### src/hdl/spi_msg_pkg.sv
package spi_msg_pkg;

    // ============================================================
    // Message layout
    // ============================================================

    // Message length in bits, sent as 4-bit nibbles
    localparam int MSG_LEN = 64;

    // Leading nibbles that the host sends ahead of every message
    localparam int DUMMY_NIBBLES = 2;

    // 8-bit type followed by a 56-bit argument
    typedef logic [7:0] msg_type_t;

    // Type values after the top bit is forced high; bit 6 marks a reply
    localparam msg_type_t MSG_TYPE_ECHO    = 8'hC0;
    localparam msg_type_t MSG_TYPE_READOUT = 8'hC1;
    localparam msg_type_t MSG_TYPE_LED_SET = 8'h80;
    localparam msg_type_t MSG_TYPE_NOP     = 8'h81;

    // LED set argument, value in the lowest bits
    typedef struct packed {
        logic [51:0] unused;
        logic [3:0]  val;
    } msg_led_t;

    // Same 56 argument bits seen two ways
    typedef union packed {
        logic [55:0] echo;
        msg_led_t    led;
    } msg_arg_u;

    // ============================================================
    // Receiver to sender
    // ============================================================

    typedef enum logic [1:0] {
        KIND_NONE    = 2'd0,
        KIND_ECHO    = 2'd1,
        KIND_READOUT = 2'd2
    } cmd_kind_t;

    typedef struct packed {
        logic        start;
        cmd_kind_t   kind;
        logic [55:0] payload;
    } spi_cmd_t;

    // FIFO word
    typedef logic [15:0] word_t;

endpackage

### src/hdl/nibble_packer.sv
module nibble_packer
    import spi_msg_pkg::*;
(
    input  logic       spi_clk,
    input  logic       spi_rst_,
    input  logic       dat_strobe,
    input  logic [3:0] dat,
    input  logic       full,
    output logic       push,
    output word_t      push_data
);

    // Position of the next nibble within the word
    logic [1:0]  nib_cnt;
    logic [11:0] nib_shift;

    always_ff @(posedge spi_clk or negedge spi_rst_) begin
        if (!spi_rst_) begin
            nib_cnt <= '0;
            push    <= 1'b0;
        end else begin
            push <= 1'b0;
            if (dat_strobe) begin
                nib_cnt <= nib_cnt + 2'd1;
                // Fourth nibble completes the word; dropped when the chain is full
                if (nib_cnt == 2'd3) begin
                    push <= !full;
                end
            end
        end
    end

    // Most significant nibble arrives first
    always_ff @(posedge spi_clk) begin
        if (dat_strobe) begin
            nib_shift <= {nib_shift[7:0], dat};
            if (nib_cnt == 2'd3) begin
                push_data <= {nib_shift, dat};
            end
        end
    end

endmodule

### src/hdl/fifo_stage.sv
module fifo_stage
    import spi_msg_pkg::*;
#(
    parameter int DEPTH = 8
) (
    input  logic  spi_clk,
    input  logic  spi_rst_,

    // Write side
    input  logic  w_trigger,
    input  word_t w_data,
    output logic  w_ready,

    // Read side, show-ahead
    input  logic  r_trigger,
    output word_t r_data,
    output logic  r_ready
);

    localparam int AW = $clog2(DEPTH);

    word_t mem [DEPTH];

    // Extra top bit tells full from empty
    logic [AW:0] w_ptr;
    logic [AW:0] r_ptr;

    logic do_write;
    logic do_read;
    logic is_full;
    logic is_empty;

    assign is_empty = (w_ptr == r_ptr);
    assign is_full  = (w_ptr[AW] != r_ptr[AW]) && (w_ptr[AW-1:0] == r_ptr[AW-1:0]);

    assign w_ready = !is_full;
    assign r_ready = !is_empty;

    assign do_write = w_trigger && w_ready;
    assign do_read  = r_trigger && r_ready;

    // Oldest word is always on the output
    assign r_data = mem[r_ptr[AW-1:0]];

    always_ff @(posedge spi_clk or negedge spi_rst_) begin
        if (!spi_rst_) begin
            w_ptr <= '0;
            r_ptr <= '0;
        end else begin
            if (do_write) begin
                w_ptr <= w_ptr + 1'b1;
            end
            if (do_read) begin
                r_ptr <= r_ptr + 1'b1;
            end
        end
    end

    always_ff @(posedge spi_clk) begin
        if (do_write) begin
            mem[w_ptr[AW-1:0]] <= w_data;
        end
    end

endmodule

### src/hdl/fifo_chain.sv
module fifo_chain
    import spi_msg_pkg::*;
#(
    parameter int STAGE_COUNT = 4,
    parameter int STAGE_DEPTH = 8,
    parameter int CHUNK_WORDS = 16
) (
    input  logic  spi_clk,
    input  logic  spi_rst_,
    input  logic  push,
    input  word_t push_data,
    output logic  full,
    input  logic  pop,
    output word_t head,
    output logic  head_valid,
    output logic  data_ready
);

    localparam int CAPACITY = STAGE_COUNT * STAGE_DEPTH;
    localparam int LVL_W    = $clog2(CAPACITY + 1);

    logic [STAGE_COUNT-1:0] w_trig;
    logic [STAGE_COUNT-1:0] w_rdy;
    logic [STAGE_COUNT-1:0] r_trig;
    logic [STAGE_COUNT-1:0] r_rdy;
    word_t                  w_data [STAGE_COUNT];
    word_t                  r_data [STAGE_COUNT];

    // Total words held across all stages
    logic [LVL_W-1:0] level;

    // ============================================================
    // Stages
    // ============================================================
    for (genvar g = 0; g < STAGE_COUNT; g++) begin : g_stage
        if (g == 0) begin : g_head
            assign w_trig[0] = push;
            assign w_data[0] = push_data;
        end else begin : g_link
            // One word moves forward whenever there is one and room for it
            assign w_trig[g]   = r_rdy[g-1] && w_rdy[g];
            assign r_trig[g-1] = w_trig[g];
            assign w_data[g]   = r_data[g-1];
        end

        fifo_stage #(
            .DEPTH(STAGE_DEPTH)
        ) u_stage (
            .spi_clk  (spi_clk),
            .spi_rst_ (spi_rst_),
            .w_trigger(w_trig[g]),
            .w_data   (w_data[g]),
            .w_ready  (w_rdy[g]),
            .r_trigger(r_trig[g]),
            .r_data   (r_data[g]),
            .r_ready  (r_rdy[g])
        );
    end

    assign r_trig[STAGE_COUNT-1] = pop;
    assign head       = r_data[STAGE_COUNT-1];
    assign head_valid = r_rdy[STAGE_COUNT-1];
    assign full       = !w_rdy[0];

    // ============================================================
    // Level
    // ============================================================
    always_ff @(posedge spi_clk or negedge spi_rst_) begin
        if (!spi_rst_) begin
            level <= '0;
        end else begin
            case ({push && !full, pop && head_valid})
                2'b10:   level <= level + 1'b1;
                2'b01:   level <= level - 1'b1;
                default: level <= level;
            endcase
        end
    end

    assign data_ready = (level >= LVL_W'(CHUNK_WORDS));

endmodule

### src/hdl/spi_msg_rx.sv
module spi_msg_rx
    import spi_msg_pkg::*;
(
    input  logic       spi_clk,
    input  logic       spi_rst_,
    input  logic       cs_,
    input  logic [3:0] spi_d_in,
    output spi_cmd_t   cmd,
    output logic [3:0] led
);

    // Dummies plus message nibbles
    localparam int NIBBLES = DUMMY_NIBBLES + MSG_LEN / 4;
    localparam int CNT_W   = $clog2(NIBBLES + 2);

    logic [CNT_W-1:0]   nib_cnt;
    logic [MSG_LEN-1:0] msg_shift;

    msg_type_t msg_type_raw;
    msg_type_t msg_type;
    msg_arg_u  msg_arg;
    logic      decode;

    logic        start_q;
    cmd_kind_t   kind_q;
    logic [55:0] payload_q;

    // ============================================================
    // Message fields
    // ============================================================
    assign msg_type_raw = msg_shift[MSG_LEN-1 -: 8];
    // Host cannot send a leading 1, so the top bit is implied
    assign msg_type     = {1'b1, msg_type_raw[6:0]};
    assign msg_arg      = msg_shift[MSG_LEN-9:0];
    assign decode       = (nib_cnt == CNT_W'(NIBBLES));

    // Dummy nibbles fall off the top of the shift register
    always_ff @(posedge spi_clk) begin
        if (!cs_ && nib_cnt < CNT_W'(NIBBLES)) begin
            msg_shift <= {msg_shift[MSG_LEN-5:0], spi_d_in};
        end
    end

    // ============================================================
    // Framing and decode
    // ============================================================
    always_ff @(posedge spi_clk or negedge spi_rst_) begin
        if (!spi_rst_) begin
            nib_cnt <= '0;
            start_q <= 1'b0;
            kind_q  <= KIND_NONE;
            led     <= 4'd0;
        end else begin
            start_q <= 1'b0;
            if (cs_) begin
                nib_cnt <= '0;
            end else if (nib_cnt < CNT_W'(NIBBLES)) begin
                nib_cnt <= nib_cnt + 1'b1;
            end else if (decode) begin
                // Decode once, then wait for cs_ to rise
                nib_cnt <= nib_cnt + 1'b1;
                kind_q  <= KIND_NONE;
                case (msg_type)
                    MSG_TYPE_ECHO: begin
                        start_q <= 1'b1;
                        kind_q  <= KIND_ECHO;
                    end
                    MSG_TYPE_READOUT: begin
                        start_q <= 1'b1;
                        kind_q  <= KIND_READOUT;
                    end
                    MSG_TYPE_LED_SET: begin
                        led <= msg_arg.led.val;
                    end
                    MSG_TYPE_NOP: begin
                    end
                    default: begin
                    end
                endcase
            end
        end
    end

    always_ff @(posedge spi_clk) begin
        if (decode) begin
            payload_q <= msg_arg.echo;
        end
    end

    assign cmd.start   = start_q;
    assign cmd.kind    = kind_q;
    assign cmd.payload = payload_q;

endmodule

### src/hdl/spi_tx.sv
module spi_tx
    import spi_msg_pkg::*;
#(
    parameter int CHUNK_WORDS = 16
) (
    input  logic       spi_clk,
    input  logic       spi_rst_,
    input  logic       cs_,
    input  spi_cmd_t   cmd,
    input  word_t      head,
    input  logic       head_valid,
    output logic       pop,
    output logic [7:0] spi_d_out,
    output logic       spi_d_oe
);

    localparam int WCNT_W = $clog2(CHUNK_WORDS + 1);

    typedef enum logic [1:0] {
        ST_IDLE    = 2'd0,
        ST_ECHO    = 2'd1,
        ST_READOUT = 2'd2
    } tx_state_t;

    tx_state_t state;

    // High byte of head goes out first, so the toggle starts on the low byte
    logic              byte_hi;
    logic [WCNT_W-1:0] word_cnt;
    logic [63:0]       dout_shift;

    logic start_echo;
    logic start_readout;
    logic chunk_done;

    assign start_echo    = cmd.start && (cmd.kind == KIND_ECHO);
    assign start_readout = cmd.start && (cmd.kind == KIND_READOUT);
    assign chunk_done    = (word_cnt == WCNT_W'(CHUNK_WORDS));

    // Word leaves the chain at the edge that latches its low byte
    assign pop = (state == ST_READOUT) && !byte_hi && head_valid;

    assign spi_d_out = dout_shift[63:56];

    // ============================================================
    // Control FSM
    // ============================================================
    always_ff @(posedge spi_clk or negedge spi_rst_) begin
        if (!spi_rst_) begin
            state    <= ST_IDLE;
            spi_d_oe <= 1'b0;
            byte_hi  <= 1'b0;
            word_cnt <= '0;
        end else if (cs_) begin
            state    <= ST_IDLE;
            spi_d_oe <= 1'b0;
        end else begin
            case (state)
                ST_IDLE: begin
                    byte_hi  <= 1'b0;
                    word_cnt <= '0;
                    if (start_echo) begin
                        state    <= ST_ECHO;
                        spi_d_oe <= 1'b1;
                    end else if (start_readout) begin
                        state    <= ST_READOUT;
                        spi_d_oe <= 1'b1;
                    end
                end
                // Keeps shifting zeros until cs_ rises
                ST_ECHO: begin
                end
                ST_READOUT: begin
                    byte_hi <= !byte_hi;
                    if (!byte_hi) begin
                        word_cnt <= word_cnt + 1'b1;
                    end else if (chunk_done) begin
                        state    <= ST_IDLE;
                        spi_d_oe <= 1'b0;
                    end
                end
                default: begin
                    state <= ST_IDLE;
                end
            endcase
        end
    end

    // ============================================================
    // Output byte lanes
    // ============================================================
    always_ff @(posedge spi_clk) begin
        case (state)
            ST_IDLE: begin
                if (start_echo) begin
                    // Payload then one zero byte
                    dout_shift <= {cmd.payload, 8'h00};
                end else if (start_readout) begin
                    dout_shift[63:56] <= head[15:8];
                end
            end
            ST_ECHO: begin
                dout_shift <= {dout_shift[55:0], 8'h00};
            end
            ST_READOUT: begin
                dout_shift[63:56] <= byte_hi ? head[15:8] : head[7:0];
            end
            default: begin
                dout_shift <= dout_shift;
            end
        endcase
    end

endmodule

### src/hdl/spi_top.sv
module spi_top
    import spi_msg_pkg::*;
#(
    parameter int STAGE_COUNT = 4,
    parameter int STAGE_DEPTH = 8,
    parameter int CHUNK_WORDS = 16
) (
    input  logic       spi_clk,
    input  logic       spi_rst_,
    input  logic       cs_,
    input  logic [3:0] spi_d_in,
    output logic [7:0] spi_d_out,
    output logic       spi_d_oe,
    input  logic       dat_strobe,
    input  logic [3:0] dat,
    output logic       data_ready,
    output logic [3:0] led
);

    // Fill path
    logic  push;
    word_t push_data;
    logic  full;

    // Drain path
    logic  pop;
    word_t head;
    logic  head_valid;

    spi_cmd_t cmd;

    nibble_packer u_packer (
        .spi_clk   (spi_clk),
        .spi_rst_  (spi_rst_),
        .dat_strobe(dat_strobe),
        .dat       (dat),
        .full      (full),
        .push      (push),
        .push_data (push_data)
    );

    fifo_chain #(
        .STAGE_COUNT(STAGE_COUNT),
        .STAGE_DEPTH(STAGE_DEPTH),
        .CHUNK_WORDS(CHUNK_WORDS)
    ) u_chain (
        .spi_clk   (spi_clk),
        .spi_rst_  (spi_rst_),
        .push      (push),
        .push_data (push_data),
        .full      (full),
        .pop       (pop),
        .head      (head),
        .head_valid(head_valid),
        .data_ready(data_ready)
    );

    spi_msg_rx u_rx (
        .spi_clk (spi_clk),
        .spi_rst_(spi_rst_),
        .cs_     (cs_),
        .spi_d_in(spi_d_in),
        .cmd     (cmd),
        .led     (led)
    );

    spi_tx #(
        .CHUNK_WORDS(CHUNK_WORDS)
    ) u_tx (
        .spi_clk   (spi_clk),
        .spi_rst_  (spi_rst_),
        .cs_       (cs_),
        .cmd       (cmd),
        .head      (head),
        .head_valid(head_valid),
        .pop       (pop),
        .spi_d_out (spi_d_out),
        .spi_d_oe  (spi_d_oe)
    );

endmodule

### config.mk
export PLATFORM = sky130hd
export DESIGN_NAME = spi_top
export DESIGN_NICKNAME = d
export VERILOG_FILES = /design/src/hdl/spi_msg_pkg.sv /design/src/hdl/nibble_packer.sv /design/src/hdl/fifo_stage.sv /design/src/hdl/fifo_chain.sv /design/src/hdl/spi_msg_rx.sv /design/src/hdl/spi_tx.sv /design/src/hdl/spi_top.sv
export SDC_FILE = /design/constraint.sdc
export NUM_CORES = 1
export LEC_CHECK = 0
export BUFFER_PORTS_ARGS = -buffer_cell sky130_fd_sc_hd__buf_4
export CAP_MARGIN = 20
export CORE_MARGIN = 2
export CORE_UTILIZATION = 60
export DETAILED_ROUTE_END_ITERATION = 7
export PLACE_DENSITY_LB_ADDON = 0.1
export RECOVER_POWER = 50
export SYNTH_ARGS = -nofsm -noshare
export SYNTH_HDL_FRONTEND = slang
export SYNTH_SLANG_ARGS = --single-unit
### constraint.sdc
create_clock -name spi_clk -period 7.15 [get_ports spi_clk]
set_clock_uncertainty 0.05 [all_clocks]
set_input_delay 0.3575 -clock spi_clk [delete_from_list [all_inputs] [get_ports spi_clk]]
set_output_delay 0.3575 -clock spi_clk [all_outputs]
set_load 0.01 [all_outputs]
==> results.toml <==
[cells_and_area]
postLayoutCellArea_um2 = 33000
syn_to_final_growth_pct = 11.0
layoutNonFillerInstCount = 2225
fin_nets = 1533
post-route-util_pct = 67.5
diodes = 0
drive_gt1_share_pct = 24.0

[clock_tree]
clkTransAtPathRegs_ns = 0.06
h-tree-depth = 3
numCtsBuffers = 76
clockBufferDepth = 3
cts_tree = "built"
cts_sinks = 777
insertion_delay_ns = 0.61
cts_resized = 0
root_buffer = "clkbuf_16"

[yosys]
synthArstFlopShare_pct = 7.98
syn_area_um2 = 29800
yosysUniqueCellTypes = 58
syn_avg_cell_area_um2 = 21.0
synth-edff-count = 715
netlist_instances = 1415
synth_seq_cells = 777
ys_seq_area_share_pct = 77.3
ys.flop_type = "edfxtp_1"
yosys_warnings = 0
syn_nets = 1447

[global_route]
grt_pass1_vias = 13400
grt_first_pass_wirelength_mm = 77.2
grt_remaining_overflow = 0
antenna_found_initial = 0
grt_use_total_pct = 20.3
grt_start_max_net_pins = 64

[drt]
first_pass_iters = 6
vias_per_cell = 5.81
wl_mm = 49.8
vias = 12900
final_antenna_net_count = 0
drtIter0Drc = 897
wl_per_cell_um = 22.4
remaining_drc_errors = 0

[power_and_ir_drop]
leakagePower_nw = 10.9
power.total_mw = 15.0
p_per_area_nw_per_um2 = 455
ir_worst_vdd_mv = 0.320

[timing]
fmax_mhz = 210
final_critical_path_setup_slack_ns = 2.38
finalCritPeriodShare_pct = 66.7
maxSlewViolCount = 299
final-setup-viol-count = 0
rsz0062_at_grt = "false"
period_needed_ns = 4.77
slew_headroom_pct = -135
final-hold-violation-count = 0
worst_hold_slack_ns = 0.371
tightest_slew_ns = 3.53
tns_ns = 0

[placement]
hpwl_mm = 28.8
port_buffers = 25
dp_slack_ns = 3.72
dp_cells = 2077
postPlaceCellArea_um2 = 30800
gp_routability_congestion = 0.748

[outcome]
violations = "capacitance limit, slew limit"
run_status = "complete, but fails checks"

[floorplanning]
die_y_um = 227
design.core.area_um2 = 49000
die_width_um = 227
start_util_pct = 60.8
num_rows = 81
ios = 26
dieArea_um2 = 51400

[worst_hold_path]
hold_class = "in2reg"

[setup_path]
regToRegSetupSlack_ns = 2.38
cp.arrival_ns = 4.94
cp_max_fo = 36
cp.required_ns = 7.32
end_kind = "register"
critical_path_class = "reg2reg"
cp-start-kind = "register"

[run]
maxCapViolations = 6
==> final cells by class <==
type / count / area (µm²)
flip-flops and latches: 777 / 23000
fillers: 3111 / 15900
multi-input cells: 550 / 6300
clock buffers: 106 / 2090
well taps: 664 / 831
repair buffers: 77 / 520
clock inverters: 32 / 200
inverters: 19 / 71.3
==> layer usage <==
| metal | share of wire, % | wire length, µm | track usage, % | vias up |
|---|---|---|---|---|
| met5 | 0 | 0 | 0 | - |
| met4 | 2.9 | 1450 | 7.70 | 0 |
| met3 | 3.8 | 1890 | 3.38 | 96 |
| met2 | 49 | 24300 | 32.4 | 232 |
| met1 | 45 | 22200 | 28.7 | 6734 |
| li1 | - | - | - | 5867 |
==> placed cells by master (no fill, tap or decap), types with 4 or more instances in the layout <==
cell type      synthesis  layout
nor2b_1               12      12
mux2i_1                9       9
ha_1                  20      20
nor3_2                 0       9
a22oi_1               10      11
a211oi_1               8       8
inv_6                  0       4
inv_1                 19      19
clkinv_2               0      10
nand3_1                7       7
nor2_1                42      42
clkinv_1               0      14
nand2_1               39      39
nor3_1                22      13
nor3b_2                0      12
clkbuf_1              18      47
mux4_1                 5       5
nand2b_1              12      12
dfrtp_2                0       4
edfxtp_1             715     715
o21ai_0                7       7
a21oi_1               18      18
dfrtp_1               62      58
a31oi_1               11      11
o31ai_1                4       4
mux4_2               123     123
dlygate4sd3_1          0      10
buf_4                 14      37
mux2_1                 0      28
xor2_1                25      26
mux2_2               101      73
clkbuf_16              0      78
xnor2_1               20      20
clkbuf_4               0       8
==> repair_timing <==
item / 4_1_cts / 5_1_grt
buffers inserted: 0 / 0
hold buffers: 10 / 0
hold endpoints to repair: 80 / 0
==> logic make-up (layout without fill, tap and decap cells) <==
kind of cell    count (synthesis)  in the layout  share of synthesized area, %
xor+xnor                       48             48                          1.49
buf+inv                        88            234                          1.75
compound gates                 78             78                          1.88
mux                           238            238                          13.9
fa+ha+maj                      20             20                         0.841
simple gates                  166            166                          2.85
flops                         777            777                          77.3
==> critical path: stages (launching register included) <==
cell      delay (ns)
dfrtp_2         0.33
clkbuf_1        2.03
xor2_1          0.25
nor4_1          0.12
a21oi_1         0.70
and4_1          0.88
==> path summary, 6_finish.rpt <==
path                                                      from  cells after the start                                   end
setup / recovery           u_chain.g_stage[2].u_stage.r_ptr[0]                      5  u_chain.g_stage[2].u_stage.mem[7][7]
hold / removal                                      dat_strobe                      2                   u_packer.nib_cnt[0]
setup reg to reg           u_chain.g_stage[2].u_stage.r_ptr[0]                      5  u_chain.g_stage[2].u_stage.mem[7][7]
hold reg to reg                          u_packer.nib_shift[9]                      0                u_packer.push_data[13]
max in group asynchronous                             spi_rst_                      2   u_chain.g_stage[2].u_stage.r_ptr[0]
min in group asynchronous                             spi_rst_                      2                           u_rx.led[2]
==> synth_stat cells (13+ instances only) <==
cell	number	area, µm²
nor3_1	22	110
buf_2	18	90.1
clkbuf_1	18	67.6
edfxtp_1	715	21500
nor2_1	42	158
mux2_2	101	1140
buf_4	14	105
mux4_2	123	2770
dfrtp_1	62	1550
inv_1	19	71.3
ha_1	20	250
xnor2_1	20	175
a21oi_1	18	90.1
xor2_1	25	219
nor3b_1	13	97.6
nand2_1	39	146
==> flip-flops by register name, indices dropped and copies added, names as in the netlist, 6 cells and up <==
| signal | count |
|---|---|
| u_chain.g_stage.u_stage.r_ptr | 16 |
| u_chain.g_stage.u_stage.mem | 512 |
| u_chain.g_stage.u_stage.w_ptr | 16 |
| u_rx.msg_shift | 63 |
| u_rx.payload_q | 56 |
| u_tx.dout_shift | 56 |
| u_packer.push_data | 16 |
| u_packer.nib_shift | 12 |
| u_chain.level | 6 |
==> report_power, final <==
part | switching [mW] | internal, mW
clock network | 1.59 | 2.08
registers | 0.484 | 6.91
logic | 2.36 | 1.61
Power figures use the tool's default switching activity.
